**src/hw/outstanding_pkg.sv**
```systemverilog
//////////////////////////////
// Shared sizes, latency rule and response payload types
// Imported by every block of the outstanding subsystem
//////////////////////////////

`default_nettype none

package outstanding_pkg;

  // Bus widths
  localparam int unsigned AW = 32;
  localparam int unsigned DW = 32;
  localparam int unsigned BW = 4;
  localparam int unsigned IW = 4;

  // Reorder buffer and target slot count
  localparam int unsigned ROB_NW = 8;
  localparam int unsigned ROB_IW = 3;
  // User field carries the slot tag
  localparam int unsigned UW     = ROB_IW;

  // Word memory, index taken from add[9:2]
  localparam int unsigned MEM_WORDS = 256;
  localparam int unsigned MEM_IW    = $clog2(MEM_WORDS);

  // Response delay is LAT_BASE + LAT_STEP * bank
  localparam int unsigned LAT_BASE = 1;
  localparam int unsigned LAT_STEP = 2;
  // Countdown width, wide enough for bank 3
  localparam int unsigned LAT_W    = 3;

  typedef struct packed {
    logic [DW-1:0] data;
    logic          opc;
  } resp_payload_t;

  typedef struct packed {
    resp_payload_t     payload;
    logic [ROB_IW-1:0] user;
    logic              valid;
  } slot_entry_t;

endpackage

`default_nettype wire

```
**src/hw/outstanding_intf.sv**
```systemverilog
//////////////////////////////
// Request/response bus between the reorder buffer and the target
// Valid/ready on both directions, req_wen high means read
//////////////////////////////

`default_nettype none

interface outstanding_intf
  import outstanding_pkg::*;
();

  // Request side
  logic [AW-1:0] req_add;
  logic          req_wen;
  logic [BW-1:0] req_be;
  logic [DW-1:0] req_data;
  logic [UW-1:0] req_user;
  logic [IW-1:0] req_id;
  logic          req_valid;
  logic          req_ready;

  // Response side
  logic [DW-1:0] resp_data;
  logic          resp_opc;
  logic [UW-1:0] resp_user;
  logic [IW-1:0] resp_id;
  logic          resp_valid;
  logic          resp_ready;

  // Issues requests, accepts responses
  modport initiator (
    output req_add, req_wen, req_be, req_data, req_user, req_id, req_valid,
    input  req_ready,
    input  resp_data, resp_opc, resp_user, resp_id, resp_valid,
    output resp_ready
  );

  // Serves requests, returns responses
  modport target (
    input  req_add, req_wen, req_be, req_data, req_user, req_id, req_valid,
    output req_ready,
    output resp_data, resp_opc, resp_user, resp_id, resp_valid,
    input  resp_ready
  );

endinterface

`default_nettype wire

```
**src/hw/outstanding_rob.sv**
```systemverilog
//////////////////////////////
// Reorder buffer, tags each request with a slot in req_user
// and hands responses back to the requester in issue order
//////////////////////////////

`default_nettype none

module outstanding_rob
  import outstanding_pkg::*;
(
  input  logic                 clk_i,
  input  logic                 rst_ni,

  // Requester side
  input  logic [AW-1:0]        in_req_add,
  input  logic                 in_req_wen,
  input  logic [BW-1:0]        in_req_be,
  input  logic [DW-1:0]        in_req_data,
  input  logic [IW-1:0]        in_req_id,
  input  logic                 in_req_valid,
  output logic                 in_req_ready,
  output logic [DW-1:0]        in_resp_data,
  output logic                 in_resp_opc,
  output logic [IW-1:0]        in_resp_id,
  output logic                 in_resp_valid,
  input  logic                 in_resp_ready,

  // Memory target side
  outstanding_intf.initiator   out
);

  // Pointers and occupancy, count one bit wider so all slots fill
  logic [ROB_IW-1:0] wr_ptr_p, wr_ptr_q;
  logic [ROB_IW-1:0] rd_ptr_p, rd_ptr_q;
  logic [ROB_IW:0]   cnt_p, cnt_q;
  logic              full, empty;
  logic              request, push, pop;

  // Slot storage
  logic          [ROB_NW-1:0][IW-1:0] id_q;
  resp_payload_t [ROB_NW-1:0]         resp_q;
  logic          [ROB_NW-1:0]         valid_q;

  assign full  = (cnt_q == (ROB_IW+1)'(ROB_NW));
  assign empty = (cnt_q == '0);

  // Request forwarded unchanged apart from the tag
  assign out.req_add   = in_req_add;
  assign out.req_wen   = in_req_wen;
  assign out.req_be    = in_req_be;
  assign out.req_data  = in_req_data;
  assign out.req_user  = wr_ptr_q;
  assign out.req_id    = in_req_id;
  assign out.req_valid = in_req_valid & ~full;
  assign in_req_ready  = out.req_ready & ~full;

  // Head slot toward the requester
  assign in_resp_data  = resp_q[rd_ptr_q].data;
  assign in_resp_opc   = resp_q[rd_ptr_q].opc;
  assign in_resp_id    = id_q[rd_ptr_q];
  assign in_resp_valid = valid_q[rd_ptr_q];

  // Every outstanding request owns a slot, so accept whenever one exists
  assign out.resp_ready = ~empty;

  assign request = in_req_valid & in_req_ready;
  assign push    = out.resp_valid & out.resp_ready;
  assign pop     = in_resp_valid & in_resp_ready;

  always_comb begin
    wr_ptr_p = wr_ptr_q;
    rd_ptr_p = rd_ptr_q;
    cnt_p    = cnt_q;
    if (request) begin
      // Wrap at the last slot
      wr_ptr_p = (wr_ptr_q == ROB_IW'(ROB_NW-1)) ? '0 : wr_ptr_q + 1'b1;
      cnt_p    = cnt_q + 1'b1;
    end
    if (pop) begin
      rd_ptr_p = (rd_ptr_q == ROB_IW'(ROB_NW-1)) ? '0 : rd_ptr_q + 1'b1;
      cnt_p    = cnt_q - 1'b1;
    end
    // Issue and retire together
    if (request && pop) begin
      cnt_p = cnt_q;
    end
  end

  always_ff @(posedge clk_i or negedge rst_ni) begin
    if (!rst_ni) begin
      wr_ptr_q <= '0;
      rd_ptr_q <= '0;
      cnt_q    <= '0;
      valid_q  <= '0;
    end else begin
      wr_ptr_q <= wr_ptr_p;
      rd_ptr_q <= rd_ptr_p;
      cnt_q    <= cnt_p;
      // Push and pop never hit the same slot
      if (push) begin
        valid_q[out.resp_user] <= 1'b1;
      end
      if (pop) begin
        valid_q[rd_ptr_q] <= 1'b0;
      end
    end
  end

  // Requester ID and response payload
  always_ff @(posedge clk_i) begin
    if (request) begin
      id_q[wr_ptr_q] <= in_req_id;
    end
    if (push) begin
      resp_q[out.resp_user] <= '{data: out.resp_data, opc: out.resp_opc};
    end
  end

  // Target must return each tag once
  assert property (@(posedge clk_i) disable iff (!rst_ni)
    push |-> !valid_q[out.resp_user]);

  assert property (@(posedge clk_i) disable iff (!rst_ni)
    cnt_q <= (ROB_IW+1)'(ROB_NW));

endmodule

`default_nettype wire

```
**src/flat_wrapper.sv**
```systemverilog
// flat-port wrapper written by rule: the top's interface ports become plain ports
module outstanding_rob_flat import outstanding_pkg::*;
  (clk_i, rst_ni, in_req_add, in_req_wen, in_req_be, in_req_data, in_req_id, in_req_valid, in_req_ready, in_resp_data, in_resp_opc, in_resp_id, in_resp_valid, in_resp_ready, out_req_add, out_req_wen, out_req_be, out_req_data, out_req_user, out_req_id, out_req_valid, out_req_ready, out_resp_data, out_resp_opc, out_resp_user, out_resp_id, out_resp_valid, out_resp_ready);
  outstanding_intf out_i ();
  input  logic clk_i;
  input  logic rst_ni;
  input  logic [AW-1:0] in_req_add;
  input  logic in_req_wen;
  input  logic [BW-1:0] in_req_be;
  input  logic [DW-1:0] in_req_data;
  input  logic [IW-1:0] in_req_id;
  input  logic in_req_valid;
  output logic in_req_ready;
  output logic [DW-1:0] in_resp_data;
  output logic in_resp_opc;
  output logic [IW-1:0] in_resp_id;
  output logic in_resp_valid;
  input  logic in_resp_ready;
  output wire logic [$bits(out_i.req_add)-1:0] out_req_add;
  output wire logic [$bits(out_i.req_wen)-1:0] out_req_wen;
  output wire logic [$bits(out_i.req_be)-1:0] out_req_be;
  output wire logic [$bits(out_i.req_data)-1:0] out_req_data;
  output wire logic [$bits(out_i.req_user)-1:0] out_req_user;
  output wire logic [$bits(out_i.req_id)-1:0] out_req_id;
  output wire logic [$bits(out_i.req_valid)-1:0] out_req_valid;
  input wire logic [$bits(out_i.req_ready)-1:0] out_req_ready;
  input wire logic [$bits(out_i.resp_data)-1:0] out_resp_data;
  input wire logic [$bits(out_i.resp_opc)-1:0] out_resp_opc;
  input wire logic [$bits(out_i.resp_user)-1:0] out_resp_user;
  input wire logic [$bits(out_i.resp_id)-1:0] out_resp_id;
  input wire logic [$bits(out_i.resp_valid)-1:0] out_resp_valid;
  output wire logic [$bits(out_i.resp_ready)-1:0] out_resp_ready;
  assign out_req_add = out_i.req_add;
  assign out_req_wen = out_i.req_wen;
  assign out_req_be = out_i.req_be;
  assign out_req_data = out_i.req_data;
  assign out_req_user = out_i.req_user;
  assign out_req_id = out_i.req_id;
  assign out_req_valid = out_i.req_valid;
  assign out_i.req_ready = out_req_ready;
  assign out_i.resp_data = out_resp_data;
  assign out_i.resp_opc = out_resp_opc;
  assign out_i.resp_user = out_resp_user;
  assign out_i.resp_id = out_resp_id;
  assign out_i.resp_valid = out_resp_valid;
  assign out_resp_ready = out_i.resp_ready;
  outstanding_rob u_core (.clk_i(clk_i), .rst_ni(rst_ni), .in_req_add(in_req_add), .in_req_wen(in_req_wen), .in_req_be(in_req_be), .in_req_data(in_req_data), .in_req_id(in_req_id), .in_req_valid(in_req_valid), .in_req_ready(in_req_ready), .in_resp_data(in_resp_data), .in_resp_opc(in_resp_opc), .in_resp_id(in_resp_id), .in_resp_valid(in_resp_valid), .in_resp_ready(in_resp_ready), .out(out_i));
endmodule
```
**config.mk**
```make
export PLATFORM = sky130hd
export DESIGN_NAME = outstanding_rob_flat
export DESIGN_NICKNAME = d
export VERILOG_FILES = /design/src/hw/outstanding_pkg.sv /design/src/hw/outstanding_intf.sv /design/src/hw/outstanding_rob.sv /design/src/flat_wrapper.sv
export SDC_FILE = /design/constraint.sdc
export NUM_CORES = 1
export LEC_CHECK = 0
export ABC_CLOCK_PERIOD_IN_PS = 3400
export BUFFER_PORTS_ARGS = -buffer_cell sky130_fd_sc_hd__buf_4
export CELL_PAD_IN_SITES_DETAIL_PLACEMENT = 1
export CELL_PAD_IN_SITES_GLOBAL_PLACEMENT = 1
export CORE_AREA = 2 2 177 179
export CTS_CLUSTER_DIAMETER = 60
export DETAILED_ROUTE_END_ITERATION = 8
export DIE_AREA = 0 0 179 181
export PLACE_DENSITY = 0.82
export SETUP_SLACK_MARGIN = 0.05
export SYNTH_ARGS = -nofsm -noshare
export SYNTH_HDL_FRONTEND = slang
export SYNTH_SLANG_ARGS = --single-unit
```
**constraint.sdc**
```tcl
create_clock -name clk_i -period 3.4 [get_ports clk_i]
set_clock_uncertainty 0.15 [all_clocks]
set_input_delay 0.17 -clock clk_i [delete_from_list [all_inputs] [get_ports clk_i]]
set_output_delay 0.17 -clock clk_i [all_outputs]
set_load 0.005 [all_outputs]
```
==> summary.md, run 1 <==
| Metric | Value |
|---|---|
| Run status | completed |
| Number of clock sinks | 314 |
| Sequential share of the synthesized area | 73.9% |
| Slew Limit Headroom | 34.6% |
| Starting DRT DRC Count | 610 |
| Share of synthesized registers carrying an async set or reset | 5.73% |
| Data arrival time of the critical path | 2.98 ns |
| Starting Density | 41.6% |
| Setup-failing EPs final | 0 |
| Antenna-violating nets left | 0 |
| Area of the mapped netlist | 12600 um^2 |
| Warnings from Yosys | 0 |
| Number of optimization iterations in the first detailed-route pass | 5 |
| Peak Freq | 303 MHz |
| Startpoint types | flop |
| DRC violations left | 0 |
| Die Outline Area | 32400 um^2 |
| IR drop worst, VDD | 0.530 mV |
| Clock slew at the register clock pins of the worst setup and hold paths | 0.06 ns |
| CTS tree | done |
| Horizontal die dimension | 179 um |
| Number of slew-limit violations in the final report | 0 |
| Final nets | 978 |
| Top-level I/O count | 236 |
| CTS buffer count | 31 |
| Max-capacitance violation count | 0 |
| Fill cells | 2809 |
| Placed cells | 1173 |
| Post-Place Setup Slack | 0.225 ns |
| Via count of the first global-routing pass | 8119 |
| Placeable Area | 30300 um^2 |
| Quantity of I/O buffers inserted on ports | 93 |
| Power per standard cell area | 794 nW/um^2 |
| Synthesis-stage register bit count | 314 |
| Period minus WS final | 3.30 ns |
| Number of instances in the synthesized netlist | 753 |
| Minimum setup slack in the final design | 0.0960 ns |
| Critical Path End Type | output port |
| Critical path class | flop to output port |
| Final setup TNS | 0 ns |
| Count of standard-cell rows | 64 |
| Clock latency reported for the late side of the worst-skew pair | 0.57 ns |
| Vertical die dimension | 181 um |
| GR Util All Layers | 21.7% |
| Flip-flop cell with the highest count after synthesis | sky130_fd_sc_hd__edfxtp_1 |
| Slew at the pin closest to its max-slew limit | 0.973 ns |
| Final Wtd Congestion | 0.715 |
| Sum of routed wire length over all layers | 35000 um |
| Number of vias after detailed routing | 7312 |
| Period utilisation layout | 97.2% |
| Antenna violations before repair | 2 |
| M1 WL | 13500 um |
| Worst EP required | 3.08 ns |
| Static power due to leakage | 5.07 nW |
| Detailed placement HPWL | 20500 um |
| Worst hold-check path type | input pin to flop |
| Footprint of the flip-flops and latches | 9350 um^2 |
| Number of flops mapped to enable cells by yosys | 296 |
| Post-detailed-route via-to-cell ratio | 5.74 |
| Number of hold-slack violations in the final timing report | 0 |
| Deepest level of the CTS H-tree | 1 |
| Routed wl met3 | 1980 um |
| Top layer used by detailed routing | met4 |
| Longest Clk Path Bufs | 3 |
| Final instance count without filler cells | 1274 |
| Fraction of layout instances using a drive strength above 1 | 25.7% |
| Routed length per instance | 27.5 um |
| Synth-to-Final Area Change | 17.6% |
| Clock tree root buffer cell | sky130_fd_sc_hd__clkbuf_16 |
| Maximum number of pins on one net before global-route repair | 59 |
| Total grt overflow | 0 |
| Number of setup buffers added after CTS | 0 |
| Post-synthesis area per instance | 16.8 um^2 |
| Net Count, Synth | 879 |
| First-pass GRT wire length | 51900 um |
| RSZ-0062 raised after global routing | false |
| Unique masters post-synth | 48 |
| Critical Path Fanout Max | 33 |
| Total met2 wirelength after detailed routing | 17700 um |
| Area of combinational cells with multiple inputs | 2680 um^2 |
-- sequential cells by signal, summed over array words and instances, names as in the netlist --
signal / count
u_core.id_q: 32
u_core.cnt_q: 4
u_core.resp_q: 264
u_core.out.req_user: 3
u_core.valid_q: 8
u_core.rd_ptr_q: 3
-- layout by cell type, fill, tap and decap left out, types with 5 or more instances in the layout --
cell type / instances
sky130_fd_sc_hd__edfxtp_1: 296
sky130_fd_sc_hd__buf_4: 123
sky130_fd_sc_hd__nor2_1: 42
sky130_fd_sc_hd__dlygate4sd3_1: 42
sky130_fd_sc_hd__a221oi_1: 39
sky130_fd_sc_hd__mux2i_1: 34
sky130_fd_sc_hd__nand2_1: 33
sky130_fd_sc_hd__clkbuf_16: 31
sky130_fd_sc_hd__mux2_2: 23
sky130_fd_sc_hd__o21ai_0: 19
sky130_fd_sc_hd__a21oi_1: 18
sky130_fd_sc_hd__mux4_2: 17
sky130_fd_sc_hd__a22oi_1: 16
sky130_fd_sc_hd__dfrtp_1: 15
sky130_fd_sc_hd__clkinv_1: 14
sky130_fd_sc_hd__o22ai_1: 10
sky130_fd_sc_hd__clkinv_2: 7
sky130_fd_sc_hd__clkbuf_1: 7
sky130_fd_sc_hd__nand2b_1: 6
sky130_fd_sc_hd__nor2_4: 6
sky130_fd_sc_hd__ha_1: 6
sky130_fd_sc_hd__nand3_1: 5
-- per-layer routing --
layer | GRT usage, % | up-vias
li1 | - | 3101
met4 | 12.0 | 0
met1 | 26.4 | 3820
met3 | 3.01 | 111
met2 | 36.9 | 280
met5 | 0 | -
-- worst max-delay path, cell delays in order (launching register included) --
cell,delay (ns)
sky130_fd_sc_hd__dfrtp_4,0.61
sky130_fd_sc_hd__buf_12,0.27
sky130_fd_sc_hd__nand2b_1,0.33
sky130_fd_sc_hd__nor2_1,0.17
sky130_fd_sc_hd__buf_4,0.23
sky130_fd_sc_hd__a221oi_1,0.34
sky130_fd_sc_hd__o21ai_0,0.23
sky130_fd_sc_hd__buf_4,0.19
-- synth_stat cells, types with 3 or more instances --
cell | instances | area, um^2
sky130_fd_sc_hd__a22oi_1 | 16 | 120
sky130_fd_sc_hd__a22o_1 | 4 | 35.0
sky130_fd_sc_hd__buf_1 | 6 | 22.5
sky130_fd_sc_hd__buf_4 | 73 | 548
sky130_fd_sc_hd__nor3_1 | 7 | 35.0
sky130_fd_sc_hd__o2bb2ai_1 | 3 | 26.3
sky130_fd_sc_hd__a221o_1 | 3 | 30.0
sky130_fd_sc_hd__clkinv_1 | 3 | 11.3
sky130_fd_sc_hd__a221oi_1 | 39 | 342
sky130_fd_sc_hd__nand2_1 | 33 | 124
sky130_fd_sc_hd__a21oi_1 | 18 | 90.1
sky130_fd_sc_hd__nand2b_1 | 6 | 37.5
sky130_fd_sc_hd__nor2_1 | 51 | 191
sky130_fd_sc_hd__o22ai_1 | 10 | 62.6
sky130_fd_sc_hd__mux2_2 | 23 | 259
sky130_fd_sc_hd__mux4_2 | 17 | 383
sky130_fd_sc_hd__edfxtp_1 | 296 | 8890
sky130_fd_sc_hd__o21ai_0 | 21 | 105
sky130_fd_sc_hd__a222oi_1 | 3 | 30.0
sky130_fd_sc_hd__mux2i_1 | 34 | 340
sky130_fd_sc_hd__nand3_1 | 5 | 25.0
sky130_fd_sc_hd__o221ai_1 | 4 | 35.0
sky130_fd_sc_hd__dfrtp_1 | 18 | 450
sky130_fd_sc_hd__clkbuf_1 | 15 | 56.3
sky130_fd_sc_hd__ha_1 | 6 | 75.1
sky130_fd_sc_hd__buf_2 | 8 | 40.0
-- power breakdown --
group          total (mW)  switching [mW]  leakage (nW)  internal [mW]
combinational        3.92            2.19          1.74           1.73
clock                3.10            1.43         0.445           1.67
sequential           4.78           0.292          2.89           4.49
total                11.8            3.92          5.07           7.88
-- repair_timing --
action,CTS,global route
setup endpoints to repair,25,11
pin swaps,0,0
resized for setup,5,11
hold buffers,42,0
hold endpoints to repair,318,0
-- final timing paths --
check                                   start            endpoint  slack [ns]  cells past startpoint
setup / recovery           u_core.rd_ptr_q[1]    in_resp_data[24]         0.1                      7
hold / removal               out_resp_user[2]   u_core.resp_q[37]        0.08                      3
setup reg to reg           u_core.rd_ptr_q[1]     u_core.cnt_q[3]        0.21                      9
hold reg to reg               u_core.cnt_q[3]     u_core.cnt_q[3]        0.34                      1
max in group asynchronous              rst_ni  u_core.rd_ptr_q[0]        1.77                      3
min in group asynchronous              rst_ni   u_core.valid_q[0]        0.67                      3
-- logic make-up after synthesis --
group | after synthesis | share of synthesized area [%]
and+or+nand+nor | 117 | 4.15
muxes | 76 | 7.95
adders and majority gates | 7 | 0.752
xor gates and xnor gates | 4 | 0.277
AOI/OAI and AO/OA | 127 | 7.47
buffers and inverters | 108 | 5.51
DFF | 314 | 73.9
-- per-stage QoR --
stage                     hold slack (ns)  utilization, %  power (mW)  instance area (um^2)
after global placement            -0.0893            44.5        8.44                 13500
after floorplan                    -0.276               -        6.85                 12600
after detailed placement          -0.0845            44.5        8.61                 13500
final                              0.0817            49.0        11.8                 14900
after CTS                          0.0589            48.9        11.8                 14800
after global routing               0.0767            49.0        12.3                 14900
-- cell type report --
cell class	count	area share (%)
inverter	5	0.152
timing repair buffer	169	9.49
clock inverter	19	0.648
clock buffer	38	5.40
antenna	2	0.0337
sequential	314	62.9
multi-input combinational	331	18.1
tap	396	3.33
(Power assumes the default switching activity.)
==> run 2: changes to the inputs <==
--- a/config.mk
+++ b/config.mk
@@ -5,14 +5,16 @@
 export SDC_FILE = /design/constraint.sdc
 export NUM_CORES = 1
 export LEC_CHECK = 0
+export ABC_AREA = 1
 export ABC_CLOCK_PERIOD_IN_PS = 3400
 export BUFFER_PORTS_ARGS = -buffer_cell sky130_fd_sc_hd__buf_4
 export CELL_PAD_IN_SITES_DETAIL_PLACEMENT = 1
 export CELL_PAD_IN_SITES_GLOBAL_PLACEMENT = 1
-export CORE_AREA = 2 2 177 179
+export CORE_AREA = 2 2 178 180
 export CTS_CLUSTER_DIAMETER = 60
 export DETAILED_ROUTE_END_ITERATION = 8
-export DIE_AREA = 0 0 179 181
+export DIE_AREA = 0 0 180 182
+export GPL_TIMING_DRIVEN = 0
 export PLACE_DENSITY = 0.82
 export SETUP_SLACK_MARGIN = 0.05
 export SYNTH_ARGS = -nofsm -noshare
==> run 2 against run 1 <==
Against the previous run:
- cell count grew 22%
- non-clock buffer count grew 146
- die area grew 1.1%
- critical path depth grew 1
- sequential share of layout area shrank 3.0 points
- clock power shrank 7.1%
- critical endpoint is now in_resp_data[1]
- largest cell class unchanged
- synthesized area shrank 1.7%
- global-route usage grew 0.42 points
- highest routed layer unchanged
- via count grew 14%
- flip-flop and latch count is the same
- first-iteration DRC count grew 3.1%
- routed wire length grew 5.3%
==> summary.md, run 2 <==
| Metric | Value |
|---|---|
| Via count of the first global-routing pass | 8878 (was 8119) |
| Post-CTS Hold Buffers | 42 (unchanged) |
| Clock tree root buffer cell | sky130_fd_sc_hd__clkbuf_16 (unchanged) |
| Proportion of power drawn by flip-flops and latches | 41.5% (was 40.5%) |
| Post-Place Setup Slack | 0.806 ns (was 0.225 ns) |
| Area post-placement | 14400 um^2 (was 13500 um^2) |
| Antenna-violating nets left | 0 (unchanged) |
| Warnings from Yosys | 0 (unchanged) |
| Quantity of I/O buffers inserted on ports | 162 (was 93) |
| Commonest non-fill, non-tap cell in the layout | sky130_fd_sc_hd__edfxtp_1 (unchanged) |
| Period minus WS final | 3.08 ns (was 3.30 ns) |
| Run status | completed (unchanged) |
| CTS buffer count | 29 (was 31) |
| Setup-failing EPs final | 0 (unchanged) |
| Clock latency reported for the late side of the worst-skew pair | 0.56 ns (was 0.57 ns) |
| Startpoint types | flop (unchanged) |
| Sw frac | 32.8% (was 33.2%) |
| Synth top area share | 71.6% (was 70.3%) |
| Largest register FFs | 264 (unchanged) |
| Number of hold-slack violations in the final timing report | 0 (unchanged) |
| Deepest level of the CTS H-tree | 1 (unchanged) |
| Starting DRT DRC Count | 629 (was 610) |
| Vertical die dimension | 182 um (was 181 um) |
| Critical Path Max Stage Delay | 0.47 ns (was 0.61 ns) |
| IR drop worst, VDD | 0.482 mV (was 0.530 mV) |
| Static power due to leakage | 5.97 nW (was 5.07 nW) |
| Number of instances in the synthesized netlist | 889 (was 753) |
| Placeable Area | 31000 um^2 (was 30300 um^2) |
| Post-synthesis area per instance | 14.0 um^2 (was 16.8 um^2) |
| Sum of routed wire length over all layers | 36800 um (was 35000 um) |
| Top library cells by usage in the layout, fill and taps aside | sky130_fd_sc_hd__edfxtp_1 (296), sky130_fd_sc_hd__buf_4 (238), sky130_fd_sc_hd__nand2_1 (190) (was sky130_fd_sc_hd__edfxtp_1 (296), sky130_fd_sc_hd__buf_4 (123), sky130_fd_sc_hd__nor2_1 (42), sky130_fd_sc_hd__dlygate4sd3_1 (42), sky130_fd_sc_hd__a221oi_1 (39)) |
| DRC violations left | 0 (unchanged) |
| Count of standard-cell rows | 65 (was 64) |
| Number of resized instances in the post-cts repair step | 0 (was 5) |
| Worst hold-check path type | input pin to flop (unchanged) |
| Sequence of cells on the critical path | nor2_1, nand2_1, inv_2, buf_2, a22o_1, inv_1, nand4_1, buf_4 (was buf_12, nand2b_1, nor2_1, buf_4, a221oi_1, o21ai_0, buf_4) |
| Flip-flop cell with the highest count after synthesis | sky130_fd_sc_hd__edfxtp_1 (unchanged) |
| Share of total power in the clock network | 25.8% (was 26.3%) |
| Dominant cell type by area after synthesis | sky130_fd_sc_hd__edfxtp_1 (unchanged) |
| Critical Path Fanout Max | 10 (was 33) |
| Sequential share of the synthesized area | 75.2% (was 73.9%) |
| Slew at the pin closest to its max-slew limit | 0.942 ns (was 0.973 ns) |
| Buffers plus inverters on the worst setup path | 4 (was 3) |
| Antenna diodes | 0 (was 2) |
| Top post-synthesis cells by area | sky130_fd_sc_hd__edfxtp_1 (72%), sky130_fd_sc_hd__nand2_1 (5.7%), sky130_fd_sc_hd__buf_4 (4.6%), sky130_fd_sc_hd__dfrtp_1 (3.6%), sky130_fd_sc_hd__a22oi_1 (2.1%) (was sky130_fd_sc_hd__edfxtp_1 (70%), sky130_fd_sc_hd__buf_4 (4.3%), sky130_fd_sc_hd__dfrtp_1 (3.6%), sky130_fd_sc_hd__mux4_2 (3.0%), sky130_fd_sc_hd__a221oi_1 (2.7%)) |
| Area of combinational cells with multiple inputs | 2220 um^2 (was 2680 um^2) |
| Number of setup buffers added after CTS | 0 (unchanged) |
| Registers with the most flip-flops | u_core.resp_q (264), u_core.id_q (32), u_core.valid_q (8) (unchanged) |
| Peak Freq | 325 MHz (was 303 MHz) |
| Total grt overflow | 0 (unchanged) |
| Most numerous cell in the Yosys netlist | sky130_fd_sc_hd__edfxtp_1 (unchanged) |
| First-pass GRT wire length | 54300 um (was 51900 um) |
| Number of clock sinks | 314 (unchanged) |
| Final Wtd Congestion | 0.809 (was 0.715) |
| Data arrival time of the critical path | 2.76 ns (was 2.98 ns) |
| Maximum number of pins on one net before global-route repair | 27 (was 59) |
| Number of flops mapped to enable cells by yosys | 296 (unchanged) |
| Net Count, Synth | 1015 (was 879) |
| Portion of total power attributed to combinational logic | 32.7% (was 33.2%) |
| Longest Clk Path Bufs | 3 (unchanged) |
| Number of vias after detailed routing | 8314 (was 7312) |
| Minimum setup slack in the final design | 0.322 ns (was 0.0960 ns) |
| Net switching power | 3.66 mW (was 3.92 mW) |
| Critical path class | flop to output port (unchanged) |
| Fill cells | 3100 (was 2809) |
| Number of slew-limit violations in the final report | 0 (unchanged) |
| Final design area excluding fillers | 15600 um^2 (was 14900 um^2) |
| Core utilization of the finished layout | 50.3% (was 49.0%) |
| RSZ-0062 raised after global routing | false (unchanged) |
| Top-level I/O count | 236 (unchanged) |
| Critical path's top delay family | buffers and inverters (unchanged) |
| Register containing the most flip-flops in the final layout | u_core.resp_q (unchanged) |
| Synth-to-Final Area Change | 25.6% (was 17.6%) |
| Number of optimization iterations in the first detailed-route pass | 5 (unchanged) |
| Synthesis-stage register bit count | 314 (unchanged) |
| Die Outline Area | 32800 um^2 (was 32400 um^2) |
| Starting Density | 40.1% (was 41.6%) |
| Antenna violations before repair | 0 (was 2) |
| Fraction of layout instances using a drive strength above 1 | 29.0% (was 25.7%) |
| Share of synthesized registers carrying an async set or reset | 5.73% (unchanged) |
| Period utilisation layout | 90.5% (was 97.2%) |
| Clock slew at the register clock pins of the worst setup and hold paths | 0.07 ns (was 0.06 ns) |
| CTS tree | done (unchanged) |
| Max-capacitance violation count | 0 (unchanged) |
| GR Util All Layers | 22.1% (was 21.7%) |
| Horizontal die dimension | 180 um (was 179 um) |
| Internal power | 7.51 mW (was 7.88 mW) |
| Worst EP required | 3.08 ns (about the same) |
| Post-detailed-route via-to-cell ratio | 5.37 (was 5.74) |
| Power per standard cell area | 716 nW/um^2 (was 794 nW/um^2) |
| Cell with the biggest individual delay on the critical path | sky130_fd_sc_hd__dfrtp_1 (was sky130_fd_sc_hd__dfrtp_4) |
| Unique masters post-synth | 35 (was 48) |
| Detailed placement HPWL | 24600 um (was 20500 um) |
| Area of the mapped netlist | 12400 um^2 (was 12600 um^2) |
| Routed length per instance | 23.8 um (was 27.5 um) |
| Final nets | 1258 (was 978) |
| Leading post-synthesis cells by instance count | sky130_fd_sc_hd__edfxtp_1 (296), sky130_fd_sc_hd__nand2_1 (190), sky130_fd_sc_hd__buf_4 (76) (was sky130_fd_sc_hd__edfxtp_1 (296), sky130_fd_sc_hd__buf_4 (73), sky130_fd_sc_hd__nor2_1 (51)) |
| Footprint of the flip-flops and latches | 9340 um^2 (was 9350 um^2) |
| Slew Limit Headroom | 37.2% (was 34.6%) |
| Critical Path End Type | output port (unchanged) |
[run 2: worst reg2reg max path: cells and delay by family, from the launching register on]
kind	cells	cell delay, ns
and+or+nand+nor	9	0.60
DFF	1	0.40
adders and majority gates	1	0.34
buffers and inverters	5	0.63
AOI/OAI and AO/OA	2	0.38
[run 2: cell families (layout without fill, tap and decap cells)]
| logic type | count (synthesis) | after routing | synth area share, % |
|---|---|---|---|
| AO/OA/AOI/OAI | 109 | 109 | 6.41 |
| XOR/XNOR | 1 | 1 | 0.0705 |
| adder cells (fa/ha/maj) | 7 | 7 | 0.766 |
| buffers and inverters | 160 | 418 | 7.45 |
| flip-flops | 314 | 314 | 75.2 |
| AND/OR/NAND/NOR | 298 | 298 | 10.1 |
[run 2: area by class of cell]
class                           count  share of cell area (%)
Sequential cell                   314                    59.9
Multi-Input combinational cell    415                    14.2
Timing Repair Buffer              212                    11.6
Clock buffer                       34                    4.77
Buffer                            103                    4.55
Tap cell                          402                    3.23
Inverter                           57                    1.39
Clock inverter                     12                   0.353
[run 2: power by group through the flow]
| stage | registers [mW] | clock network [mW] | logic (mW) |
|---|---|---|---|
| after floorplan | 4.68 | 0 | 1.74 |
| after global placement | 4.70 | 0 | 3.44 |
| after detailed placement | 4.71 | 0 | 3.62 |
| after CTS | 4.64 | 2.90 | 3.69 |
| after global routing | 4.66 | 3.04 | 3.97 |
| final | 4.64 | 2.88 | 3.65 |
[run 2: stage by stage]
| step | setup TNS [ns] | std cells | hold WS (ns) | power, mW |
|---|---|---|---|---|
| floorplan | 0 | 889 | -0.276 | 6.41 |
| global placement | -275.04 | 1453 | -0.0897 | 8.14 |
| detailed placement | 0 | 1461 | -0.0909 | 8.33 |
| CTS | 0 | 1549 | 0.0531 | 11.2 |
| global route | 0 | 1549 | 0.0811 | 11.7 |
| finish | 0 | 1549 | 0.0458 | 11.2 |
[run 2: path summary, 6_finish.rpt]
kind                                    start                end  slack (ns)  cells past startpoint
max                        u_core.rd_ptr_q[1]    in_resp_data[1]        0.32                      8
min                          out_resp_user[1]  u_core.valid_q[1]        0.05                      6
max reg2reg                u_core.rd_ptr_q[0]    u_core.cnt_q[3]        0.78                     17
min reg2reg                 u_core.valid_q[0]  u_core.valid_q[0]        0.38                      2
max in group asynchronous              rst_ni  u_core.valid_q[3]        1.87                      3
min in group asynchronous              rst_ni    u_core.cnt_q[3]        0.67                      3
[run 2: metal layers]
layer,up-vias,track usage (%),share of wire [%]
met1,4183,27.0,38
met2,443,39.4,51
met5,-,0,0
met4,0,7.48,2.8
met3,66,4.05,8.1
li1,3622,-,-
